**src/i2c_pkg.sv**
```systemverilog
package i2c_pkg;

	// Clocks per quarter of an SCL period
	typedef logic [15:0] quarter_cnt_t;

	// 7-bit slave address as sent on the bus
	typedef logic [6:0] dev_addr_t;

	// One byte on the wire
	typedef logic [7:0] byte_t;

	// R/W bit appended to the device address
	localparam logic RW_WRITE = 1'b0;
	localparam logic RW_READ  = 1'b1; // Not issued by the master

	// Level of SDA in the ninth bit
	localparam logic SDA_ACK  = 1'b0;
	localparam logic SDA_NACK = 1'b1;

	// Bit counter start for a byte, MSB first
	localparam logic [2:0] BYTE_MSB = 3'd7;

	// Bit periods per byte including the acknowledge slot
	localparam int BITS_PER_SLOT = 9;

	// Address byte as it appears on the bus
	function automatic byte_t addr_byte(input dev_addr_t addr, input logic rw);
		return {addr, rw};
	endfunction

endpackage

```
**src/hdmi_cfg_pkg.sv**
```systemverilog
package hdmi_cfg_pkg;

	// ADV7513 main map, with PD pin low
	localparam i2c_pkg::dev_addr_t TX_DEV_ADDR = 7'h39;

	// Entries in the bring-up table
	localparam int INIT_COUNT = 25;

	typedef logic [5:0] cmd_idx_t;

	// Register byte goes out first, then the value
	typedef struct packed {
		i2c_pkg::byte_t reg_addr;
		i2c_pkg::byte_t value;
	} reg_write_t;

	// Bring-up table indexed by position
	function automatic reg_write_t init_entry(input cmd_idx_t idx);
		case (idx)
			6'd0:    init_entry = 16'h4110; // Leave power-down
			6'd1:    init_entry = 16'h9803; // Required fixed values 0x98..0xF9
			6'd2:    init_entry = 16'h9AE0;
			6'd3:    init_entry = 16'h9C30;
			6'd4:    init_entry = 16'h9D01;
			6'd5:    init_entry = 16'hA2A4;
			6'd6:    init_entry = 16'hA3A4;
			6'd7:    init_entry = 16'hE0D0;
			6'd8:    init_entry = 16'hF900;
			6'd9:    init_entry = 16'h1500; // 4:4:4 input and default I2S rate
			6'd10:   init_entry = 16'hBA60; // Clock delay off
			6'd11:   init_entry = 16'h1630; // Input style and color depth
			6'd12:   init_entry = 16'h1700; // Aspect and sync polarity
			6'd13:   init_entry = 16'h1846; // CSC setup
			6'd14:   init_entry = 16'hAF06; // HDMI mode
			6'd15:   init_entry = 16'h0A00; // Audio select and MCLK ratio
			6'd16:   init_entry = 16'h0100; // N value high
			6'd17:   init_entry = 16'h0218; // N value mid
			6'd18:   init_entry = 16'h0380; // N value low
			6'd19:   init_entry = 16'h0B0E;
			6'd20:   init_entry = 16'h0C05; // Audio rate from the stream
			6'd21:   init_entry = 16'h0D10; // I2S word length
			6'd22:   init_entry = 16'h5618; // Picture aspect
			6'd23:   init_entry = 16'h94C0; // HPD and monitor sense interrupt enables
			6'd24:   init_entry = 16'h96C0; // Clear pending interrupts
			default: init_entry = 16'h0000;
		endcase
	endfunction

endpackage

```
**src/i2c_reg_writer.sv**
```systemverilog
module i2c_reg_writer (
	input  logic               clk,
	input  logic               reset,
	input  i2c_pkg::byte_t     reg_addr,
	input  i2c_pkg::byte_t     value,
	input  logic               enable,           // One-cycle request
	input  logic               busy,
	input  logic               master_ack_error,
	output logic               done,             // High while idle
	output logic               ack_error,        // Valid once done is back
	output logic               ena,
	output i2c_pkg::dev_addr_t addr,
	output i2c_pkg::byte_t     data_wr
);

	logic           busy_d;
	logic [1:0]     rise_cnt;   // Bytes taken by the master after the address
	i2c_pkg::byte_t value_hold;
	logic           start;
	logic           busy_rise;
	logic           busy_fall;

	// Only one device on this bus
	assign addr = hdmi_cfg_pkg::TX_DEV_ADDR;

	assign start     = enable && done;
	assign busy_rise = busy && !busy_d;
	assign busy_fall = !busy && busy_d;

	always_ff @(posedge clk) begin
		if (!reset) begin
			busy_d    <= 1'b0;
			rise_cnt  <= '0;
			done      <= 1'b1;
			ack_error <= 1'b0;
			ena       <= 1'b0;
		end else begin
			busy_d <= busy;
			if (start) begin
				done      <= 1'b0;
				ena       <= 1'b1;
				rise_cnt  <= '0;
				ack_error <= 1'b0;
			end else if (busy_rise) begin
				rise_cnt <= rise_cnt + 1'b1;
				if (rise_cnt == 2'd1)
					ena <= 1'b0; // Value byte latched, stop after it
			end else if (busy_fall && (rise_cnt == 2'd2)) begin
				done      <= 1'b1; // Stop has completed
				ack_error <= master_ack_error;
			end
		end
	end

	// Byte fed to the master
	always_ff @(posedge clk) begin
		if (start) begin
			data_wr    <= reg_addr; // Taken with the address on the first rise
			value_hold <= value;
		end else if (busy_rise && (rise_cnt == 2'd0)) begin
			data_wr <= value_hold;
		end
	end

	// Sequencer must wait for the previous write
	a_enable_only_when_done: assert property (
		@(posedge clk) disable iff (!reset) enable |-> done
	) else $error("i2c_reg_writer got enable while a write is in flight");

endmodule

```
**config.mk**
```make
export PLATFORM = sky130hd
export DESIGN_NAME = i2c_reg_writer
export DESIGN_NICKNAME = d
export VERILOG_FILES = /design/src/i2c_pkg.sv /design/src/hdmi_cfg_pkg.sv /design/src/i2c_reg_writer.sv
export SDC_FILE = /design/constraint.sdc
export NUM_CORES = 1
export LEC_CHECK = 0
export BUFFER_PORTS_ARGS = -buffer_cell sky130_fd_sc_hd__buf_2
export CAP_MARGIN = 20
export CELL_PAD_IN_SITES_DETAIL_PLACEMENT = 0
export CELL_PAD_IN_SITES_GLOBAL_PLACEMENT = 1
export CORE_MARGIN = 4
export CORE_UTILIZATION = 36
export DETAILED_ROUTE_END_ITERATION = 6
export GPL_ROUTABILITY_DRIVEN = 0
export PLACE_DENSITY = 0.87
export RECOVER_POWER = 100
export SLEW_MARGIN = 10
export SYNTH_ARGS = -nofsm -noshare
export SYNTH_HDL_FRONTEND = slang
export SYNTH_SLANG_ARGS = --single-unit
```
**constraint.sdc**
```tcl
create_clock -name clk -period 1.44 [get_ports clk]
set_clock_uncertainty 0.2 [all_clocks]
set_input_delay 0.072 -clock clk [delete_from_list [all_inputs] [get_ports clk]]
set_output_delay 0.072 -clock clk [all_outputs]
set_load 0.02 [all_outputs]
```
Yosys cells after proc, flatten, opt, wreduce, memory -nomap -nowiden --
Cells that the tools add are included.
Word-level totals: bits of input ports 21, bits in latches 0, register bits 22, logic and storage cells 37, output and inout bits 18, memory bits (writable) 0, bits in read-only memories 0, memories kept 0
Cells by class: equal/unequal tests 3, reduce and logical (&&, ||, !) cells 16, shift-type cells 0, order comparisons 0, add/sub/neg operators 1, muxes and demuxes 8, divide/modulo/power cells 0, $mul 0, bitwise logic cells 2
Operator list (number):
- $mux 8 | 2
- $reduce_bool 2->1 | 4
- $mux 1 | 6
- $reduce_and 2->1 | 3
- $logic_and 1x1->1 | 5
- $add 2x1->2 const B | 1
- $eq 2x1->1 const B | 1
- $eq 2x2->1 const B | 1
- $logic_not 1->1 | 2
- $logic_not 2->1 | 1
- $ne 2x2->1 const B | 1
- $not 1->1 | 2
- $reduce_or 2->1 | 1

Longest topological paths before layout --
depth after elaboration 6, gate-level depth with buffers 5, depth with buffers taken out 5

Least setup slack after synthesis --
Ideal clock, no wire load.
path kind register -> register, from reg done, to reg data_wr[1], data pin, cell stages (with the launch flop) 4, arrival 1.006 ns, path buffers 1, clock period less this slack 1.467 ns, library setup time 0.260 ns, path slack -0.027 ns, required time 0.980 ns, cell sequence dfxtp_1 -> nand2_2 -> buf_6 -> mux2_4
Between the ends: longest elaborated chain between the ends 2
RTL lines:
- from (decl) | line i2c_reg_writer.sv:9 | output logic done,
- from (signal assigned) | line i2c_reg_writer.sv:34 | done <= 1'b1;
- from (signal assigned) | line i2c_reg_writer.sv:40 | done <= 1'b0;
- from (signal assigned) | line i2c_reg_writer.sv:49 | done <= 1'b1;
- $logic_and 1x1->1 | line i2c_reg_writer.sv:26 | assign start = enable && done;
- $mux 8 | line i2c_reg_writer.sv:57 | if (start) begin
- to (signal assigned) | line i2c_reg_writer.sv:58 | data_wr <= reg_addr;
- to (signal assigned) | line i2c_reg_writer.sv:61 | data_wr <= value_hold;
- to (decl) | line i2c_reg_writer.sv:13 | output i2c_pkg::byte_t data_wr
Every way passes these cells. A chain may end at the register's enable or synchronous reset.

Final worst setup path --
from reg rise_cnt[0], to reg done
Between the ends: longest elaborated chain between the ends 4
RTL lines:
- from (decl) | line i2c_reg_writer.sv:17 | logic [1:0] rise_cnt;
- from (signal assigned) | line i2c_reg_writer.sv:45 | rise_cnt <= rise_cnt + 1'b1;
- $eq 2x2->1 | line i2c_reg_writer.sv:48 | end else if (busy_fall && (rise_cnt == 2'd2)) begin
- $logic_and 1x1->1 | line i2c_reg_writer.sv:48
- $reduce_bool 2->1 (no line)
- $reduce_and 2->1 (no line)
Every way passes these cells.

==> run metrics <==
htree depth=1; Setup violations, final=0; Synth area leader=edfxtp_1; Initial Util=37.53%; Setup Total Neg Slack=0 ns; most frequent cell after synthesis=edfxtp_1; Most Crowded Layer GR=met2; Syn. warnings=0; core area=0.002477 mm²; failing checks=negative hold slack; Antenna Nets Post-Route=0; Clock Latency Late Sink=0.30 ns; ys flop type=edfxtp_1; RSZ-0062 raised after global routing=false; post-synthesis cell type count=21; first-pass GRT wire length=2856 µm; DRC Markers=0; total global-route track usage=11.03%; final WL=1763 µm; Max Fclk=0.7230 GHz; Worst Setup End Kind=flop; drt first pass iters=4; WS Path Type=flop to flop; Synth area leaders=edfxtp_1, dfxtp_1, mux2_4; CP Launch Type=flop; area delta synth->final=37.95%; clock sinks=22; I/O Pins=39; drt via density=4.255; wire per inst=12.16 µm; PortBufs=31; Tmin final=1.383 ns; placed cell count=122; post-synthesis cell count=63; final cell count without fillers=145; crit path max fanout=3; R2R cell count=5; Hold Path Depth=4; PD cells=984.0 mW/mm²; Cell Area, Placed=0.001086 mm²; hold crit path type=input pin to flop; final instance area=0.001282 mm²; Async S/R FF share, synth=0%; die width=58.82 µm; met2 Use GR=20.03%; routed via count=617; EDFF count, synth=16; Post-synth top cells=edfxtp_1, buf_4, dfxtp_1; peak supply drop=0.0005109 V; Slew Limit Fails=0; CTS root buf=clkbuf_4; leak pwr=0.5310 nW; number of synthesized register bits=22; post-synth top area share=51.68%; fin crit share=96.05%; Finished Core Util=51.77%; mapped cell area=929.6 µm²; Longest Clk Path Bufs=2; nets=140; share of layout cells above drive strength 1=26.09%; WHS=-0.004706 ns; status=complete, but fails checks; Final Hold Vio Count=2; vias in the first global route=672; arrival time worst endpoint=1.37 ns; Remaining Overflow, GRT=0; number of core rows=18; setup bufs post-CTS=0; die area=0.003459 mm²; total power=1.262 mW; Seq/Total Area, Yosys=64.60%; initial DRC count=6; antenna violations before repair=0; Final HPWL DP=1217 µm; worst path required time=1.43 ns; routing usage on met3=2.412%; Mean Syn Cell Area=14.76 µm²; max cap viols=0; Reg clk slew, reported paths=0.12 ns; largest net degree at the start of global routing=14; met1 Resource Use GR=12.17%; die height=58.82 µm; CTS Buf Count=3; CTS tree=built; Ant. Diodes=0
==> what timing repair did <==
item,CTS,global route
hold buffers,19,0
endpoints found under the hold margin,22,0
gates resized for setup,2,0
endpoints found under the setup margin,8,0
==> registers in the layout (all words and copies together), names as in the netlist <==
name	count
ack_error	1
busy_d	1
data_wr	8
done	1
ena	1
rise_cnt	2
value_hold	8
==> power breakdown <==
group / internal (mW) / switching, mW / leakage [nW]
registers: 0.739 / 0.0164 / 0.205
clock network: 0.108 / 0.170 / 0.0150
logic: 0.102 / 0.127 / 0.311
==> layer usage <==
| layer | vias to the layer above | share of wire (%) | wire length, µm |
|---|---|---|---|
| met5 | - | 0 | 0 |
| met4 | 0 | 0.23 | 4 |
| met3 | 2 | 9.8 | 173 |
| met2 | 27 | 50 | 884 |
| li1 | 308 | - | - |
| met1 | 280 | 40 | 700 |
==> layout by cell type (no fill, tap or decap), types with 5 or more instances in the layout <==
cell type / netlist / final
dlygate4sd3_1: 0 / 19
clkbuf_1: 0 / 14
edfxtp_1: 16 / 16
dfxtp_1: 6 / 5
buf_2: 0 / 17
conb_1: 2 / 7
==> worst max-delay path, cell delays in order, from the launching register on <==
cell and delay [ns]:
dfxtp_1 0.39, inv_1 0.08, ha_1 0.19, and3b_1 0.20, o21ai_0 0.15, nand2_1 0.07
==> stage by stage <==
step	setup slack, ns	hold slack [ns]
final	0.05688	-0.004706
after floorplan	0.07079	-0.06610
after detailed placement	-0.01190	0.05028
after global placement	0.05332	0.04865
after global routing	0.01664	0.009176
after CTS	0.05827	0.007218
==> cell families after synthesis <==
group / count (synthesis) / share of synthesized area, %
other: 2 / 0.8078
adder cells (fa/ha/maj): 3 / 4.038
multiplexers: 10 / 13.86
AND/OR/NAND/NOR: 11 / 5.923
XOR/XNOR: 1 / 0.9423
flip-flops: 22 / 64.60
buffers and inverters: 11 / 8.075
AO/OA/AOI/OAI: 3 / 1.749
==> path summary, 6_finish.rpt <==
kind / to / startpoint / slack, ns
worst max-delay path: done / rise_cnt[0] / 0.06
worst min-delay path: done / enable / -0.005
worst max register to register: done / rise_cnt[0] / 0.06
worst min register to register: ack_error / ack_error / 0.31
==> final cells by class <==
cell class	instances	area, µm²
Fill cell	220	1195
Sequential cell	22	601.8
Timing Repair Buffer	51	336.6
Multi-Input combinational cell	35	269.0
Tap cell	30	37.54
Clock buffer	4	26.28
Inverter	3	11.26
No activity file was read; power rests on OpenSTA's default activity.
