`config.mk`:
```
export PLATFORM = sky130hd
export DESIGN_NAME = hdmi_init_seq
export DESIGN_NICKNAME = d
export VERILOG_FILES = /design/src/i2c_pkg.sv /design/src/hdmi_cfg_pkg.sv /design/src/hdmi_init_seq.sv
export SDC_FILE = /design/constraint.sdc
export NUM_CORES = 1
export LEC_CHECK = 0
export ABC_AREA = 1
export BUFFER_PORTS_ARGS = -buffer_cell sky130_fd_sc_hd__buf_2
export CAP_MARGIN = 20
export CORE_MARGIN = 10
export CORE_UTILIZATION = 50
export CTS_BUF_LIST = sky130_fd_sc_hd__clkbuf_4
export DETAILED_ROUTE_END_ITERATION = 10
export PLACE_DENSITY_LB_ADDON = 0.08
export SLEW_MARGIN = 20
export SYNTH_ARGS = -nofsm -noshare
export SYNTH_HDL_FRONTEND = slang
export SYNTH_SLANG_ARGS = --single-unit
export TNS_END_PERCENT = 100
```
`constraint.sdc`:
```
create_clock -name clk -period 2.4 [get_ports clk]
set_input_delay 0.36 -clock clk [delete_from_list [all_inputs] [get_ports clk]]
set_output_delay 0.36 -clock clk [all_outputs]
set_load 0.02 [all_outputs]
```
`src/i2c_pkg.sv`:
```
package i2c_pkg;

	// Clocks per quarter of an SCL period
	typedef logic [15:0] quarter_cnt_t;

	// 7-bit slave address as sent on the bus
	typedef logic [6:0] dev_addr_t;

	// One byte on the wire
	typedef logic [7:0] byte_t;

	// R/W bit appended to the device address
	localparam logic RW_WRITE = 1'b0;
	localparam logic RW_READ  = 1'b1; // Not issued by the master

	// Level of SDA in the ninth bit
	localparam logic SDA_ACK  = 1'b0;
	localparam logic SDA_NACK = 1'b1;

	// Bit counter start for a byte, MSB first
	localparam logic [2:0] BYTE_MSB = 3'd7;

	// Bit periods per byte including the acknowledge slot
	localparam int BITS_PER_SLOT = 9;

	// Address byte as it appears on the bus
	function automatic byte_t addr_byte(input dev_addr_t addr, input logic rw);
		return {addr, rw};
	endfunction

endpackage

```
`src/hdmi_cfg_pkg.sv`:
```
package hdmi_cfg_pkg;

	// ADV7513 main map, with PD pin low
	localparam i2c_pkg::dev_addr_t TX_DEV_ADDR = 7'h39;

	// Entries in the bring-up table
	localparam int INIT_COUNT = 25;

	typedef logic [5:0] cmd_idx_t;

	// Register byte goes out first, then the value
	typedef struct packed {
		i2c_pkg::byte_t reg_addr;
		i2c_pkg::byte_t value;
	} reg_write_t;

	// Bring-up table indexed by position
	function automatic reg_write_t init_entry(input cmd_idx_t idx);
		case (idx)
			6'd0:    init_entry = 16'h4110; // Leave power-down
			6'd1:    init_entry = 16'h9803; // Required fixed values 0x98..0xF9
			6'd2:    init_entry = 16'h9AE0;
			6'd3:    init_entry = 16'h9C30;
			6'd4:    init_entry = 16'h9D01;
			6'd5:    init_entry = 16'hA2A4;
			6'd6:    init_entry = 16'hA3A4;
			6'd7:    init_entry = 16'hE0D0;
			6'd8:    init_entry = 16'hF900;
			6'd9:    init_entry = 16'h1500; // 4:4:4 input and default I2S rate
			6'd10:   init_entry = 16'hBA60; // Clock delay off
			6'd11:   init_entry = 16'h1630; // Input style and color depth
			6'd12:   init_entry = 16'h1700; // Aspect and sync polarity
			6'd13:   init_entry = 16'h1846; // CSC setup
			6'd14:   init_entry = 16'hAF06; // HDMI mode
			6'd15:   init_entry = 16'h0A00; // Audio select and MCLK ratio
			6'd16:   init_entry = 16'h0100; // N value high
			6'd17:   init_entry = 16'h0218; // N value mid
			6'd18:   init_entry = 16'h0380; // N value low
			6'd19:   init_entry = 16'h0B0E;
			6'd20:   init_entry = 16'h0C05; // Audio rate from the stream
			6'd21:   init_entry = 16'h0D10; // I2S word length
			6'd22:   init_entry = 16'h5618; // Picture aspect
			6'd23:   init_entry = 16'h94C0; // HPD and monitor sense interrupt enables
			6'd24:   init_entry = 16'h96C0; // Clear pending interrupts
			default: init_entry = 16'h0000;
		endcase
	endfunction

endpackage

```
`src/hdmi_init_seq.sv`:
```
module hdmi_init_seq (
	input  logic           clk,
	input  logic           reset,
	input  logic           hdmi_int,  // Active low from the transmitter
	input  logic           done,
	input  logic           ack_error,
	output logic           enable,
	output i2c_pkg::byte_t reg_addr,
	output i2c_pkg::byte_t value,
	output logic           ready
);

	typedef enum logic [1:0] {
		ST_ISSUE,
		ST_WAIT_LOW,
		ST_WAIT_HIGH,
		ST_IDLE
	} state_t;

	state_t                   state;
	hdmi_cfg_pkg::cmd_idx_t   idx;
	hdmi_cfg_pkg::reg_write_t entry;
	logic [1:0]               int_sync; // Interrupt pin is asynchronous
	logic                     table_end;
	logic                     issue;

	assign entry     = hdmi_cfg_pkg::init_entry(idx);
	assign table_end = (idx == hdmi_cfg_pkg::cmd_idx_t'(hdmi_cfg_pkg::INIT_COUNT));
	assign issue     = (state == ST_ISSUE) && done && !table_end;

	always_ff @(posedge clk) begin
		if (!reset)
			int_sync <= 2'b11; // Released
		else
			int_sync <= {int_sync[0], hdmi_int};
	end

	always_ff @(posedge clk) begin
		if (!reset) begin
			state  <= ST_ISSUE;
			idx    <= '0;
			enable <= 1'b0;
			ready  <= 1'b0;
		end else begin
			case (state)
				ST_ISSUE: begin
					if (done) begin
						if (table_end) begin
							idx   <= '0;
							ready <= 1'b1; // Whole table written
							state <= ST_IDLE;
						end else begin
							enable <= 1'b1;
							state  <= ST_WAIT_LOW;
						end
					end
				end
				ST_WAIT_LOW: begin
					enable <= 1'b0; // Single-cycle pulse
					if (!done)
						state <= ST_WAIT_HIGH;
				end
				ST_WAIT_HIGH: begin
					if (done) begin
						if (!ack_error)
							idx <= idx + 1'b1; // NACK repeats the same entry
						state <= ST_ISSUE;
					end
				end
				default: begin
					if (!int_sync[1]) begin
						ready <= 1'b0; // Transmitter asks for a rewrite
						state <= ST_ISSUE;
					end
				end
			endcase
		end
	end

	// Entry held steady for the whole write
	always_ff @(posedge clk) begin
		if (issue) begin
			reg_addr <= entry.reg_addr;
			value    <= entry.value;
		end
	end

	a_idx_in_range: assert property (
		@(posedge clk) disable iff (!reset)
		idx <= hdmi_cfg_pkg::cmd_idx_t'(hdmi_cfg_pkg::INIT_COUNT)
	) else $error("hdmi_init_seq index ran past the table");

endmodule

```
# Word level (Yosys, flattened, before mapping)
# Memories as Yosys holds them, arrays and structs flattened. A register that Yosys moved wholly into a read port is not among the register bits.
# Cells that the tools add are included.
[op_classes]
addsub = 1
n_eq_ne = 11
muxes = 18
bitwise = 1
n_reduce_logical = 11
[op_table]
columns = ["cell", "n"]
rows = [
  ["two-way mux 6 bit", 4],
  ["inequality test 2 bit (second input constant)", 6],
  ["case mux 6 bit (2 select lines)", 1],
  ["two-way mux 2 bit", 5],
  ["AND reduction 4 bit", 2],
  ["adder 6 x 1 -> 6 bit (second input constant)", 1],
  ["equality test 6 x 5 -> 1 bit (second input constant)", 1],
  ["case mux 2 bit (3 select lines)", 1],
  ["two-way mux 1 bit", 5],
  ["AND reduction 5 bit", 1],
  ["inequality test 4 x 1 -> 1 bit (second input constant)", 1],
  ["case mux 1 bit (2 select lines)", 2],
  ["nonzero test 2 bit", 2],
  ["AND reduction 3 bit", 1],
  ["equality test 2 x 1 -> 1 bit (second input constant)", 1],
  ["equality test 2 bit (second input constant)", 1],
  ["logical AND 1 bit", 2],
  ["zero test 2 bit", 1],
  ["inequality test 2 x 1 -> 1 bit (second input constant)", 1],
  ["OR reduction 2 bit", 1],
  ["zero test 1 bit", 1],
  ["inverter 1 bit", 1],
]
[totals]
reg_bits = 12
romBits = 512
inputBits = 5
out_inout_bits = 18
elab_cells = 48
n_memories = 1
[memory_table]
columns = ["memory", "depth", "width", "read_ports", "rd_clocked_by_memory_dff", "write_ports", "line", "rtl"]
rows = [
  ["(no name shown)", 32, 16, 1, 1, 0, "hdmi_cfg_pkg.sv:19", "case (idx)"],
]

# Depth between registers and ports, before layout
[depth]
word_depth = 4
depth_mapped = 9
mapped_depth_nobuf = 9

# Least setup slack after synthesis
# No wires, ideal clock.
[synth_timing]
path_type = "reg-to-reg"
startpoint = "register idx[1]"
endpoint = "register reg_addr[0], enable pin"
setup_time_ns = 0.390
arrival_time_ns = 1.691
t_required_ns = 2.010
setup_slack_ns = 0.319
stages_incl_launch_ff = 6
n_path_buf = 0
synth_period_minus_slack_ns = 2.081
cell_sequence = "dfxtp_1 -> inv_1 -> ha_1 -> nand3_2 -> nand2_4 -> nor2_1"
[synth_between]
elab_chain_cells = 3
[synth_lines]
columns = ["element", "line", "rtl"]
rows = [
  ["start: declaration", "hdmi_init_seq.sv:21", "hdmi_cfg_pkg::cmd_idx_t idx;"],
  ["start signal: assignment", "hdmi_init_seq.sv:66", "idx <= idx + 1'b1;"],
  ["equality test 6 x 5 -> 1 bit", "hdmi_init_seq.sv:28", "assign table_end = (idx == hdmi_cfg_pkg::cmd_idx_t'(hdmi_cfg_pkg::INIT_COUNT));"],
  ["zero test 1 bit", "hdmi_init_seq.sv:29", "assign issue = (state == ST_ISSUE) && done && !table_end;"],
  ["logical AND 1 bit", "hdmi_init_seq.sv:29", ""],
  ["named net issue", "hdmi_init_seq.sv:25", "logic issue;"],
  ["end: declaration", "hdmi_init_seq.sv:8", "output i2c_pkg::byte_t reg_addr,"],
]
# The timed path passes the listed nets, and every way through them passes these cells.
# A chain may end at the register's enable or synchronous reset.

# Worst setup path in the final report
[layout_timing]
startpoint = "register idx[1]"
endpoint = "register value[2], enable pin"
[layout_between]
elab_chain_cells = 3
[layout_lines]
columns = ["element", "line", "rtl"]
rows = [
  ["equality test 6 x 5 -> 1 bit", "hdmi_init_seq.sv:28", ""],
  ["zero test 1 bit", "hdmi_init_seq.sv:29", ""],
  ["logical AND 1 bit", "hdmi_init_seq.sv:29", ""],
  ["named net issue", "hdmi_init_seq.sv:25", ""],
  ["end: declaration", "hdmi_init_seq.sv:9", "output i2c_pkg::byte_t value,"],
]
# The timed path passes the listed nets, and every way through them passes these cells.

==> results.toml <==
[logic_synthesis]
postSynthCellCount = 215
ys_types = 31
synth.avg_cell_area_sq_um = 7.816
yosysMostFrequentCell = "nand2_1"
synth_edf_count = 16
synth_top_cell_area_share = 0.2859
yosysWarnings = 0
netlist_area_sq_um = 1680
synth_commonest_cells = "nand2_1 (54), nor2_1 (25), o21ai_0 (18), a21oi_1 (17)"
synth_flop_cell = "edfxtp_1"
synth.top_cells.by_area = "edfxtp_1 (29%), dfxtp_1 (14%), nand2_1 (12%), ha_1 (7.4%), nor2_1 (5.6%)"
ys_ff_latch = 28
synth_nets = 230
postSynth.asyncResetShare = 0
ys_seq_area_frac = 0.4289
synth.largest_area_cell = "edfxtp_1"

[route]
wl_per_cell_um = 13.65
drt.antenna.violating_nets = 0
top_layer = "met4"
via_per_inst = 5.556
drtPass1Iterations = 4
dr_total_vias = 1550
met3_length_um = 295
met1_length_um = 1591
drc = 0
wl_um = 3809
met2_wirelength_um = 1830
drt_iter0_markers = 199

[placement]
numPortBuffers = 22
routabilityCongestion = 0.9187
hpwl_um = 2862

[clock_network]
post_cts_buffers = 0
tritoncts.num_buffers = 3
cts_buffer_depth = 2
cts_hold_buffers = 0
insertion_delay_ns = 0.32
cts_max_level = 1
postCtsResizedCells = 0
clock-root-buffer = "clkbuf_4"
cts_tree = "done"
path_clk_slew_ns = 0.14
numClockSinks = 28

[setup_path]
crit_arrival_ns = 1.88
worst-r2r-setup-slack_ns = 0.55
worstPathRequired_ns = 2.43
critPathLaunchType = "flip-flop"
end_kind = "flip-flop"
criticalPathCategory = "flip-flop to flip-flop"
max_stage_delay_ns = 0.51
path_cells = "inv_1 > ha_1 > nand3_2 > nand2_4 > nor2_1 > buf_4"
cp_max_fo = 17
slowest_stage = "dfxtp_1"

[global_routing]
first_global_vias = 1524
grt_pass1_wl_um = 6734
overflow = 0
grt_max_degree = 18
grt_util_all_layers = 0.1298
antenna_found_initial = 0

[floorplanning]
die_w_um = 77.97
initial_core_util = 0.5372
die_area_sq_um = 6079
num_rows = 20
die_h_um = 77.97
core_sq_um = 3128
pin_count = 23

[timing]
hold_viol_final = 0
setup_tns_ns = 0
finalMaxSlewViolations = 0
worstMarginPinSlew_ns = 0.5481
rsz0062_at_grt = "false"
finalCritPeriodShare = 0.7721
max_freq_ghz = 0.5397
setup_viol = 0
clock_skew_ns = 0.007862
slew_headroom = 0.6341
post-route-min-period_ns = 1.853

[pwr]
ir_drop_mv = 0.4545
pwr_density_cell_nw_per_um2 = 858.9
p_leak_uw = 0.0008369

[min_path]
hold_path.class = "input pin to flip-flop"

[run_status]
outcome = "finished clean"

[finish]
final_util = 0.5896
layout.nets = 252
layout-drive-gt1-share = 0.1532
antenna_cells = 0
syn_to_final_growth_pct = 9.754
fill_cells = 283

[run]
drv_cap = 0
-- metal layers --
| metal | up-vias | global-route usage |
|---|---|---|
| li1 | 767 | - |
| met1 | 702 | 0.1474 |
| met2 | 70 | 0.2131 |
| met3 | 11 | 0.03571 |
| met4 | 0 | 0.07706 |
| met5 | - | 0 |
-- registers in the layout (all words and copies together) (netlist names) --
signal	flops
enable	1
idx	6
int_sync	2
ready	1
reg_addr	8
state	2
value	8
-- report_power, final --
group / switching, uW / internal, uW / leakage [uW] / total [uW]
clock network: 130 / 58.9 / 0.0000138 / 189
logic: 484 / 217 / 0.000572 / 701
registers: 44.7 / 649 / 0.000251 / 694
total: 658 / 926 / 0.000837 / 1580
-- through the flow --
stage | cell area, sq um | worst slack, ns | std cells | hold WS, ns | total power [uW]
5_1_grt | 1844 | 0.4150 | 279 | 0.2029 | 1711
3_5_place_dp | 1822 | 0.5858 | 276 | 0.4184 | 1409
3_3_place_gp | 1822 | 0.6656 | 276 | 0.4068 | 1396
6_report | 1844 | 0.5471 | 279 | 0.2108 | 1584
2_1_floorplan | 1680 | 0.3187 | 215 | 0.3925 | 1220
4_1_cts | 1844 | 0.5645 | 279 | 0.2104 | 1595
-- final timing paths --
path | from | endpoint | depth (start not counted)
worst min-delay path | hdmi_int | int_sync[0] | 2
worst min register to register | int_sync[0] | int_sync[1] | 1
worst max-delay path | idx[1] | value[2] | 6
worst max register to register | idx[1] | value[2] | 6
-- critical path: cells and delay by family (launching register included) --
family                   cells  cell delay, ns
adder cells (fa/ha/maj)      1            0.29
buffers and inverters        2            0.42
flip-flops                   1            0.51
AND/OR/NAND/NOR              3            0.32
-- kinds of logic after synthesis --
group                    share of synthesized area
AO/OA/AOI/OAI                               0.1474
XOR/XNOR                                  0.005213
adder cells (fa/ha/maj)                    0.07446
buffers and inverters                      0.06478
flip-flops                                  0.4289
AND/OR/NAND/NOR                             0.2792
-- area by class of cell --
class | count | area (sq um) | area share
multi-input combinational | 162 | 850.8 | 0.4613
sequential | 28 | 720.7 | 0.3908
timing repair buffer | 24 | 125.1 | 0.06784
inverter | 18 | 70.07 | 0.03799
tap | 44 | 55.05 | 0.02985
clock buffer | 3 | 22.52 | 0.01221
-- layout by cell type, fill, tap and decap left out, types with 2 or more instances in the layout --
cell type / synthesis / routed
o21bai_1: 2 / 2
buf_4: 2 / 2
nand3_1: 12 / 12
or2_2: 2 / 2
a31oi_1: 2 / 2
a21oi_1: 17 / 17
buf_2: 4 / 22
nand4_1: 6 / 6
clkbuf_4: 0 / 3
nor3_1: 2 / 2
dfxtp_1: 12 / 12
ha_1: 10 / 10
edfxtp_1: 16 / 16
inv_1: 16 / 16
nand2_1: 54 / 54
nor2_1: 25 / 25
o21ai_0: 18 / 18
(Power assumes the default switching activity.)
